$ cat src/source/ex_pkg.sv
package ex_pkg;

  ////////////////////
  // Widths
  ////////////////////

  // Integer datapath width
  localparam int unsigned WORD_W     = 32;
  // Register file holds 32 entries
  localparam int unsigned REG_ADDR_W = 5;
  // Shift amount covers one word
  localparam int unsigned SHAMT_W    = $clog2(WORD_W);
  // Operand B is split in two slices for the high products
  localparam int unsigned SLICE_W    = WORD_W / 2;

  // Operands, results, CSR and load data
  typedef logic [WORD_W-1:0]     word_t;
  // Register file address
  typedef logic [REG_ADDR_W-1:0] reg_addr_t;

  ////////////////////
  // Opcodes
  ////////////////////

  // ALU operations with the compares last
  typedef enum logic [3:0] {
    ALU_ADD,
    ALU_SUB,
    ALU_AND,
    ALU_OR,
    ALU_XOR,
    ALU_SLL,
    ALU_SRL,
    ALU_SRA,
    ALU_SLT,
    ALU_SLTU,
    ALU_EQ,
    ALU_NE,
    ALU_LT,
    ALU_GE,
    ALU_LTU,
    ALU_GEU
  } alu_op_e;

  // MUL, MULH, MULHSU, MULHU
  typedef enum logic [1:0] {
    MUL_LO,
    MUL_HSS,
    MUL_HSU,
    MUL_HUU
  } mult_op_e;

  // High-half product sequencer
  typedef enum logic [1:0] {
    MS_IDLE,
    MS_STEP,
    MS_DONE
  } mult_state_e;

endpackage

$ cat src/source/ex_alu.sv
`timescale 1ns/100ps

module ex_alu (
  input  ex_pkg::alu_op_e operator_i,
  input  ex_pkg::word_t   operand_a_i,
  input  ex_pkg::word_t   operand_b_i,
  output ex_pkg::word_t   result_o,
  output logic            comparison_result_o
);

  import ex_pkg::*;

  logic              sub_en;
  logic              signed_cmp;
  logic [WORD_W:0]   adder_a;
  logic [WORD_W:0]   adder_b;
  logic [WORD_W:0]   adder_sum;
  logic              is_less;
  logic              is_equal;
  logic              shift_left;
  logic              shift_arith;
  logic [SHAMT_W-1:0] shift_amt;
  word_t             shift_in;
  logic [WORD_W:0]   shift_ext;
  word_t             shift_right;
  word_t             shift_result;
  logic              cmp_result;

  // Mirror a word for left shifts through the right shifter
  function automatic word_t bit_reverse(input word_t value);
    word_t reversed;
    for (int i = 0; i < WORD_W; i++) begin
      reversed[i] = value[WORD_W-1-i];
    end
    return reversed;
  endfunction

  ////////////////////
  // Adder
  ////////////////////

  // Only ADD adds; everything else using the adder subtracts
  assign sub_en     = (operator_i != ALU_ADD);
  assign signed_cmp = (operator_i == ALU_SLT) || (operator_i == ALU_LT) ||
                      (operator_i == ALU_GE);

  // One extra bit so the difference sign is the less-than flag
  assign adder_a = {signed_cmp & operand_a_i[WORD_W-1], operand_a_i};
  assign adder_b = {signed_cmp & operand_b_i[WORD_W-1], operand_b_i};

  // Two's complement subtract via inverted B and carry in
  assign adder_sum = adder_a + (sub_en ? ~adder_b : adder_b) +
                     {{WORD_W{1'b0}}, sub_en};

  assign is_less  = adder_sum[WORD_W];
  assign is_equal = (adder_sum[WORD_W-1:0] == '0);

  ////////////////////
  // Shifter
  ////////////////////

  assign shift_left  = (operator_i == ALU_SLL);
  assign shift_arith = (operator_i == ALU_SRA);
  assign shift_amt   = operand_b_i[SHAMT_W-1:0];

  // Left shift is a right shift of the mirrored operand
  assign shift_in = shift_left ? bit_reverse(operand_a_i) : operand_a_i;

  // Fill bit is the sign only for SRA
  assign shift_ext   = $signed({shift_arith & shift_in[WORD_W-1], shift_in}) >>> shift_amt;
  assign shift_right = shift_ext[WORD_W-1:0];

  assign shift_result = shift_left ? bit_reverse(shift_right) : shift_right;

  ////////////////////
  // Comparator
  ////////////////////

  always_comb begin
    case (operator_i)
      ALU_EQ:                    cmp_result = is_equal;
      ALU_NE:                    cmp_result = ~is_equal;
      // Signedness is already folded into the adder extension bit
      ALU_SLT, ALU_LT, ALU_SLTU, ALU_LTU: cmp_result = is_less;
      // GE and GEU are the inverse of the less-than flag
      ALU_GE, ALU_GEU:           cmp_result = ~is_less;
      default:                   cmp_result = 1'b0;
    endcase
  end

  // Branch decision
  assign comparison_result_o = cmp_result;

  ////////////////////
  // Result mux
  ////////////////////

  always_comb begin
    case (operator_i)
      ALU_ADD, ALU_SUB:          result_o = adder_sum[WORD_W-1:0];
      ALU_AND:                   result_o = operand_a_i & operand_b_i;
      ALU_OR:                    result_o = operand_a_i | operand_b_i;
      ALU_XOR:                   result_o = operand_a_i ^ operand_b_i;
      ALU_SLL, ALU_SRL, ALU_SRA: result_o = shift_result;
      // Compares give a 0 or 1 word
      default:                   result_o = {{(WORD_W-1){1'b0}}, cmp_result};
    endcase
  end

endmodule

$ cat src/source/ex_mult.sv
`timescale 1ns/100ps

module ex_mult (
  input  logic             clk,
  input  logic             rst_n,
  input  logic             enable_i,
  input  ex_pkg::mult_op_e operator_i,
  input  ex_pkg::word_t    op_a_i,
  input  ex_pkg::word_t    op_b_i,
  input  logic             ex_ready_i,
  output ex_pkg::word_t    result_o,
  output logic             multicycle_o,
  output logic             ready_o
);

  import ex_pkg::*;

  mult_state_e                state_q;
  mult_state_e                state_d;
  logic                       high_op;
  logic                       sign_a;
  logic                       sign_b;
  logic [WORD_W:0]            a_ext;
  logic [WORD_W:0]            b_ext;
  logic signed [2*WORD_W-1:0] pp_lo;
  logic signed [2*WORD_W-1:0] pp_hi;
  logic signed [2*WORD_W-1:0] acc_q;
  logic signed [2*WORD_W-1:0] acc_d;
  word_t                      lo_result;
  logic                       multicycle_q;

  ////////////////////
  // Operands
  ////////////////////

  assign high_op = (operator_i != MUL_LO);

  // MULH is signed by signed, MULHSU signed by unsigned
  assign sign_a = (operator_i == MUL_HSS) || (operator_i == MUL_HSU);
  assign sign_b = (operator_i == MUL_HSS);

  assign a_ext = {sign_a & op_a_i[WORD_W-1], op_a_i};
  assign b_ext = {sign_b & op_b_i[WORD_W-1], op_b_i};

  // Single-cycle MUL keeps only the low word
  assign lo_result = op_a_i * op_b_i;

  // Lower slice of B is always unsigned
  assign pp_lo = $signed(a_ext) * $signed({1'b0, op_b_i[SLICE_W-1:0]});
  // Upper slice carries the sign of B
  assign pp_hi = $signed(a_ext) * $signed(b_ext[WORD_W:SLICE_W]);

  ////////////////////
  // Sequencer
  ////////////////////

  always_comb begin
    state_d = state_q;
    acc_d   = acc_q;
    case (state_q)
      MS_IDLE: begin
        // First step stores the lower partial product
        if (enable_i && high_op) begin
          acc_d   = pp_lo;
          state_d = MS_STEP;
        end
      end
      MS_STEP: begin
        // Add the upper partial product at its slice offset
        acc_d   = acc_q + (pp_hi <<< SLICE_W);
        state_d = MS_DONE;
      end
      MS_DONE: begin
        // Hold the product until EX hands it on
        if (ex_ready_i) begin
          state_d = MS_IDLE;
        end
      end
      default: state_d = MS_IDLE;
    endcase
  end

  always_ff @(posedge clk, negedge rst_n) begin
    if (!rst_n) begin
      state_q      <= MS_IDLE;
      multicycle_q <= 1'b0;
    end else begin
      state_q      <= state_d;
      // Flag a multicycle op from the first step until back in idle
      multicycle_q <= (state_d != MS_IDLE);
    end
  end

  // Product accumulator
  always_ff @(posedge clk) begin
    acc_q <= acc_d;
  end

  ////////////////////
  // Outputs
  ////////////////////

  assign multicycle_o = multicycle_q;

  assign ready_o = ((state_q == MS_IDLE) && (!enable_i || !high_op)) ||
                   (state_q == MS_DONE);

  // High opcodes return the upper word of the accumulated product
  assign result_o = high_op ? acc_q[2*WORD_W-1:WORD_W] : lo_result;

endmodule

$ cat src/source/ex_stage.sv
`timescale 1ns/100ps

module ex_stage (
  input  logic              clk,
  input  logic              rst_n,

  // ALU from ID
  input  logic              alu_en_i,
  input  ex_pkg::alu_op_e   alu_operator_i,
  input  ex_pkg::word_t     alu_operand_a_i,
  input  ex_pkg::word_t     alu_operand_b_i,
  input  ex_pkg::word_t     alu_operand_c_i,

  // Multiplier from ID
  input  logic              mult_en_i,
  input  ex_pkg::mult_op_e  mult_operator_i,
  input  ex_pkg::word_t     mult_operand_a_i,
  input  ex_pkg::word_t     mult_operand_b_i,

  // CSR read
  input  logic              csr_access_i,
  input  ex_pkg::word_t     csr_rdata_i,

  // LSU
  input  logic              lsu_en_i,
  input  ex_pkg::word_t     lsu_rdata_i,
  input  logic              lsu_ready_ex_i,

  input  logic              branch_in_ex_i,

  // Destination registers from ID
  input  logic              regfile_alu_we_i,
  input  ex_pkg::reg_addr_t regfile_alu_waddr_i,
  input  logic              regfile_we_i,
  input  ex_pkg::reg_addr_t regfile_waddr_i,

  input  logic              wb_ready_i,

  // Forwarding port to ID and register file
  output logic              regfile_alu_we_fw_o,
  output ex_pkg::reg_addr_t regfile_alu_waddr_fw_o,
  output ex_pkg::word_t     regfile_alu_wdata_fw_o,

  // Load write-back port
  output logic              regfile_we_wb_o,
  output ex_pkg::reg_addr_t regfile_waddr_wb_o,
  output ex_pkg::word_t     regfile_wdata_wb_o,

  // Branch to IF
  output ex_pkg::word_t     jump_target_o,
  output logic              branch_decision_o,

  // Stall control
  output logic              mult_multicycle_o,
  output logic              ex_ready_o,
  output logic              ex_valid_o
);

  import ex_pkg::*;

  word_t     alu_result;
  logic      alu_cmp_result;
  word_t     mult_result;
  logic      mult_ready;
  logic      units_ready;
  logic      regfile_we_lsu;
  reg_addr_t regfile_waddr_lsu;

  ////////////////////
  // Units
  ////////////////////

  ex_alu u_alu (
    .operator_i          (alu_operator_i),
    .operand_a_i         (alu_operand_a_i),
    .operand_b_i         (alu_operand_b_i),
    .result_o            (alu_result),
    .comparison_result_o (alu_cmp_result)
  );

  // Multicycle results wait on the stage ready
  ex_mult u_mult (
    .clk          (clk),
    .rst_n        (rst_n),
    .enable_i     (mult_en_i),
    .operator_i   (mult_operator_i),
    .op_a_i       (mult_operand_a_i),
    .op_b_i       (mult_operand_b_i),
    .ex_ready_i   (ex_ready_o),
    .result_o     (mult_result),
    .multicycle_o (mult_multicycle_o),
    .ready_o      (mult_ready)
  );

  ////////////////////
  // Forwarding mux
  ////////////////////

  assign regfile_alu_we_fw_o    = regfile_alu_we_i;
  assign regfile_alu_waddr_fw_o = regfile_alu_waddr_i;

  // Later enables win; CSR data has the highest priority
  always_comb begin
    regfile_alu_wdata_fw_o = '0;
    if (alu_en_i) begin
      regfile_alu_wdata_fw_o = alu_result;
    end
    if (mult_en_i) begin
      regfile_alu_wdata_fw_o = mult_result;
    end
    if (csr_access_i) begin
      regfile_alu_wdata_fw_o = csr_rdata_i;
    end
  end

  // Branch target comes precomputed from ID
  assign branch_decision_o = alu_cmp_result;
  assign jump_target_o     = alu_operand_c_i;

  ////////////////////
  // EX/WB register
  ////////////////////

  always_ff @(posedge clk, negedge rst_n) begin
    if (!rst_n) begin
      regfile_we_lsu    <= 1'b0;
      regfile_waddr_lsu <= '0;
    end else if (ex_valid_o) begin
      regfile_we_lsu <= regfile_we_i;
      // Address only moves for a real write
      if (regfile_we_i) begin
        regfile_waddr_lsu <= regfile_waddr_i;
      end
    end else if (wb_ready_i) begin
      // Nothing new from EX, so flush the slot
      regfile_we_lsu <= 1'b0;
    end
  end

  assign regfile_we_wb_o    = regfile_we_lsu;
  assign regfile_waddr_wb_o = regfile_waddr_lsu;
  // Load data arrives straight from the LSU
  assign regfile_wdata_wb_o = lsu_rdata_i;

  ////////////////////
  // Handshake
  ////////////////////

  assign units_ready = mult_ready & lsu_ready_ex_i & wb_ready_i;

  // Branches finish in EX and never wait on WB
  assign ex_ready_o = units_ready | branch_in_ex_i;

  // Valid goes forward only, independent of ex_ready_o
  assign ex_valid_o = (alu_en_i | mult_en_i | csr_access_i | lsu_en_i) & units_ready;

endmodule

$ cat config.mk
export PLATFORM = sky130hd
export DESIGN_NAME = ex_stage
export DESIGN_NICKNAME = d
export VERILOG_FILES = /design/src/source/ex_pkg.sv /design/src/source/ex_alu.sv /design/src/source/ex_mult.sv /design/src/source/ex_stage.sv
export SDC_FILE = /design/constraint.sdc
export NUM_CORES = 2
export LEC_CHECK = 0
export BUFFER_PORTS_ARGS = -buffer_cell sky130_fd_sc_hd__buf_2
export CAP_MARGIN = 20
export CORE_MARGIN = 3
export CORE_UTILIZATION = 32
export CTS_CLUSTER_DIAMETER = 50
export CTS_CLUSTER_SIZE = 10
export DETAILED_ROUTE_END_ITERATION = 16
export SYNTH_ARGS = -nofsm -noshare
export SYNTH_HDL_FRONTEND = slang
export SYNTH_SLANG_ARGS = --single-unit
$ cat constraint.sdc
create_clock -name clk -period 8.53 [get_ports clk]
set_input_delay 0.4265 -clock clk [delete_from_list [all_inputs] [get_ports clk]]
set_output_delay 0.4265 -clock clk [all_outputs]
set_load 0.03 [all_outputs]
Word-level counts from Yosys, hierarchy flattened --
Index checks and enable logic that the tools add are counted.
Operators by class: add/sub/neg operators 3, multipliers 3, equal/unequal tests 20, shift-type cells 1, muxes and demuxes 16, bitwise logic cells 18, reduce and logical (&&, ||, !) cells 23
Operators by type and width (count):
- $mux W32 | 6
- $pmux W32 S5 | 1
- $pmux W64 S2 | 1
- $add A64 B64 Y64 | 1
- $mux W64 | 1
- $mul A33 B17 Y50 | 1
- $mul A33 B17 Y48 | 1
- $add A33 B1 Y33 | 1
- $add A33 B33 Y33 | 1
- $mux W33 | 1
- $not A33 Y33 | 1
- $sshr A33 B5 Y32 | 1
- $and A32 B32 Y32 | 1
- $eq A4 B4 Y1 const B | 8
- $logic_not A32 Y1 | 1
- $mul A32 B32 Y32 | 1
- $or A32 B32 Y32 | 1
- $xor A32 B32 Y32 | 1
- $eq A4 B3 Y1 const B | 4
- $and A1 B1 Y1 | 8
- $eq A4 B2 Y1 const B | 2
- $reduce_bool A2 Y1 | 4
- $pmux W2 S3 | 1
- $logic_or A1 B1 Y1 | 5
- 18 further kinds | 30
Storage, ports and cells: flip-flop bits (word level) 73, bits of input ports 251, output and inout port bits 112

Depth between registers and ports, before layout --
depth after elaboration 15, gate-level depth with buffers 39, gate-level depth less buffers 37

Modules after synthesis --
From an unflattened synthesis, not the netlist that was laid out.
Unflattened totals: cell total of the unflattened synthesis 6991, area total of the unflattened synthesis 61217.5 µm²
Modules (own cells, without submodules):
- ex_mult | instances 1, cells an instance 5818, area an instance 52780.6 µm²
- ex_alu | instances 1, cells an instance 971, area an instance 7039.3 µm²
- ex_stage | instances 1, cells an instance 202, area an instance 1397.6 µm²

Worst setup path before layout --
OpenSTA, ideal clock, no wires.
kind in2reg, start in mult_operand_a_i[16], end reg u_mult.acc_q[59] (data pin), library setup time 271 ps, arrival time 8049 ps, data required time 8259 ps, setup slack 210 ps, cell stages on the path 35, path buffers 1, path through clkbuf_1 -> nand2_1 -> fa_1 -> inv_1 -> fa_1 -> inv_1 -> fa_1 -> inv_1 -> fa_1 -> inv_1 -> fa_1 -> fa_1 -> inv_1 -> ha_1 -> a21o_1 -> a21oi_1 -> o21ai_0 -> a221o_1 -> nor2_1 -> o21ai_0 -> a21oi_1 -> o21bai_1 -> a21oi_1 -> xnor2_1 -> ha_1 -> a21oi_1 -> o21ba_2 -> and4_1 -> a21oi_1 -> o31a_1 -> o41ai_1 -> nor2_1 -> a31oi_1 -> xor2_1 -> o21ai_0
Between the ends: longest elaborated chain between the ends 3, elaborated cells on any way between the ends 5, those cells by class 1 x add/sub; 2 x mul; 2 x mux
Ends and longest elaborated chain:
- start, declared | line ex_stage.sv:17 | input ex_pkg::word_t mult_operand_a_i,
- $mul A33 B17 Y48 / $mul A33 B17 Y50 (equally long branches) | line ex_mult.sv:51, ex_mult.sv:49
- $add A64 B64 Y64 / $mux W64 (equally long branches) | line ex_mult.sv:70, ex_mult.sv:63
- $pmux W64 S2 * | line ex_mult.sv:60 | case (state_q)
- net u_mult.acc_d[59] | line ex_mult.sv:28 | logic signed [2*WORD_W-1:0] acc_d;
- end signal, assigned | line ex_mult.sv:96 | acc_q <= acc_d;
- end, declared | line ex_mult.sv:27 | logic signed [2*WORD_W-1:0] acc_q;
Mark *: on every way through the listed nets, which the timed path passes. The rest lies on a longest branch. The select of a mux whose other input is x is not followed. A chain may end at the register's enable or synchronous reset.

Final worst setup path --
start in mult_operand_a_i[16], end out regfile_alu_wdata_fw_o[29]
Between the ends: longest elaborated chain between the ends 4
Ends and longest elaborated chain:
- $mul A32 B32 Y32 | line ex_mult.sv:46 | assign lo_result = op_a_i * op_b_i;
- $mux W32 | line ex_mult.sv:109 | assign result_o = high_op ? acc_q[2*WORD_W-1:WORD_W] : lo_result;
- $mux W32 | line ex_stage.sv:108 | if (mult_en_i) begin
- $mux W32 | line ex_stage.sv:111 | if (csr_access_i) begin
- end, declared | line ex_stage.sv:42 | output ex_pkg::word_t regfile_alu_wdata_fw_o,
Every way passes these cells.

==> out/results.ini <==
[synthesis]
synthSimpleGateAreaFrac_pct=14.0
ys_top_cells_by_area=fa_1 45%, ha_1 10%, inv_1 10%
synth-compound-area-share_pct=8.74
ys_types=93
synth_top_area_share_pct=44.8
ys_async_sr_fraction_pct=15.8
yosysMostFrequentCell=inv_1
synth-seq-area-share_pct=2.78
synth_largest_area_cell=fa_1
synth_fp_nets=8817
synthXorXnorAreaFrac_pct=3.79
ys_warn_count=0
ys.flop_type=edfxtp_1
synth_cells=6726
synth_top_family_by_area=adder cells
muxShareOfSynthArea_pct=2.55
ys_top_cells_by_count=1638 x inv_1, 1343 x fa_1, 611 x and2_1
ys_ff_latch=57
synth_edf_count=48
syn_area_mm2=0.0600
avgSynthCellArea_um2=8.93
synthAdderAreaFrac_pct=55.1

[finish]
final_net_count=9333
area_growth_pct=15.1
final_area_mm2=0.0691
fillers=18800
drive_gt1_share_pct=15.2

[timing]
finalCritPeriodShare_pct=98.9
finalHoldViolCount=0
relSlewSlack_pct=26.6
setup_violations=0
fmax_ghz=0.119
holdWs_ns=0.310
drv_slew=0
rsz0062_at_grt=true
worst_pin_slew_ns=1.09
finalCriticalPeriod_ns=8.44
setup_slack_ns=0.0944
fin_worst_skew_ns=0.0125

[placement]
port_buffers=222
placed_area_mm2=0.0675
pre_cts_ws_ns=-0.592
dp_hpwl_um=170000
place_congestion=0.956

[setup_path]
worst_ep_arrival_time_ns=8.01
cp_common_cell=fa_1
crit_type=in2out
cpPeakStageDelay_ns=0.55
crit_required_ns=8.10
ff2ff_path_depth=15
end_kind=output pin
worstSetupStartpointType=input pin
path_max_fanout=4
cp_slowest_cell=fa_1

[drt]
post_drt_wl_per_cell_um=19.7
vias=47700
drt_wl_total_um=191000
drc=0
drtIter0Drc=3068
avgViaCountPerCell=4.90
ant_nets=0
dr.pass1.iters=6

[floorplan]
die_width_um=439
initial_core_util_pct=32.3
core_area_mm2=0.186
die_area_mm2=0.193
io_pins=363
rows=158
chipHeight_um=439

[clock_tree]
clockBufferDepth=2
path_clk_slew_ns=0.05
cts_sinks=57
htree_num_levels=3
cts_tree=built
numCtsBuffers=9
clock_latency_ns=0.35
clock-root-buffer=clkbuf_16

[min_path]
hp-class=in2reg
hold_depth=2

[grt]
grt_pass1_vias=51800
grt.total_usage_pct=20.0
grt_start_max_net_pins=58
antenna_found_initial=15
grt_pass1_wl_um=300000
grt_overflow=0

[outcome]
status=finished, final reports clean

[flow_run]
max_cap_violations=0

==> critical path: cells and delay by family <==
family / cells / cell delay, ns
buffers and inverters: 10 / 1.07
xor gates and xnor gates: 1 / 0.17
adders and majority gates: 9 / 4.28
and+or+nand+nor: 4 / 0.41
muxes: 1 / 0.21
AOI/OAI and AO/OA: 6 / 1.42
==> kinds of logic after synthesis <==
kind of cell | after synthesis
xor+xnor | 260
compound gates | 798
mux | 107
fa+ha+maj | 1840
flops | 57
buf+inv | 2004
simple gates | 1660
==> path summary, 6_finish.rpt <==
check                                            from                         end  slack (ns)
worst max register to register       u_mult.acc_q[16]            u_mult.acc_q[48]        4.42
max in group asynchronous                       rst_n         u_mult.multicycle_o        7.87
worst min register to register  regfile_waddr_wb_o[0]       regfile_waddr_wb_o[0]        0.50
worst min-delay path                       wb_ready_i             regfile_we_wb_o        0.31
worst max-delay path             mult_operand_a_i[16]  regfile_alu_wdata_fw_o[29]        0.09
min in group asynchronous                       rst_n       regfile_waddr_wb_o[3]        0.47
==> metrics by stage <==
stage	util, %	std cells	TNS [ns]
floorplan	-	6726	0
global placement	36.3	9685	-5.83
detailed placement	36.3	9685	-7.08
CTS	36.7	9714	-0.0194
global route	37.2	9728	-0.711
finish	37.2	9731	0
==> registers in the layout (all words and copies together) (netlist names) <==
name and count:
u_mult.state_q 2, regfile_waddr_wb_o 5, regfile_we_wb_o 1, u_mult.acc_q 48, u_mult.multicycle_o 1
==> cells in the final DEF (no fill, tap or decap), types with 136 or more instances in the layout <==
cell type     n
buf_2       202
inv_1      1627
buf_4       599
nand2_1     590
nor2_1      181
fa_1       1333
o21ai_0     136
xnor2_1     182
a21oi_1     206
ha_1        479
and2_1      600
==> per-layer routing <==
layer  GRT usage, %  up-vias  part of all wire, %
met5              0        -                0.011
li1               -    21500                    -
met4           5.18        4                  2.9
met2           34.2     1375                   49
met1           26.8    24600                   43
met3           2.15      271                  5.5
==> final cells by class <==
cell class | instances | area [um^2] | share of cell area [%]
clock buffers | 9 | 225 | 0.326
clock inverters | 7 | 93.8 | 0.136
multi-input cells | 4665 | 51400 | 74.4
diodes | 4 | 10.0 | 0.0145
well taps | 2480 | 3100 | 4.49
inverters | 1642 | 6170 | 8.92
flip-flops and latches | 57 | 1670 | 2.41
repair buffers | 867 | 6430 | 9.29
==> repair_timing <==
| action | 4_1_cts | 5_1_grt |
|---|---|---|
| endpoints found under the setup margin | 18 | 27 |
| pin swaps | 29 | 83 |
| resized for setup | 67 | 188 |
| hold buffers | 1 | 0 |
| hold endpoints to repair | 9 | 0 |
| setup buffers | 12 | 13 |
Power is not shown: default switching activity piles up to over one toggle a cycle in this logic, so the estimate is an artifact.
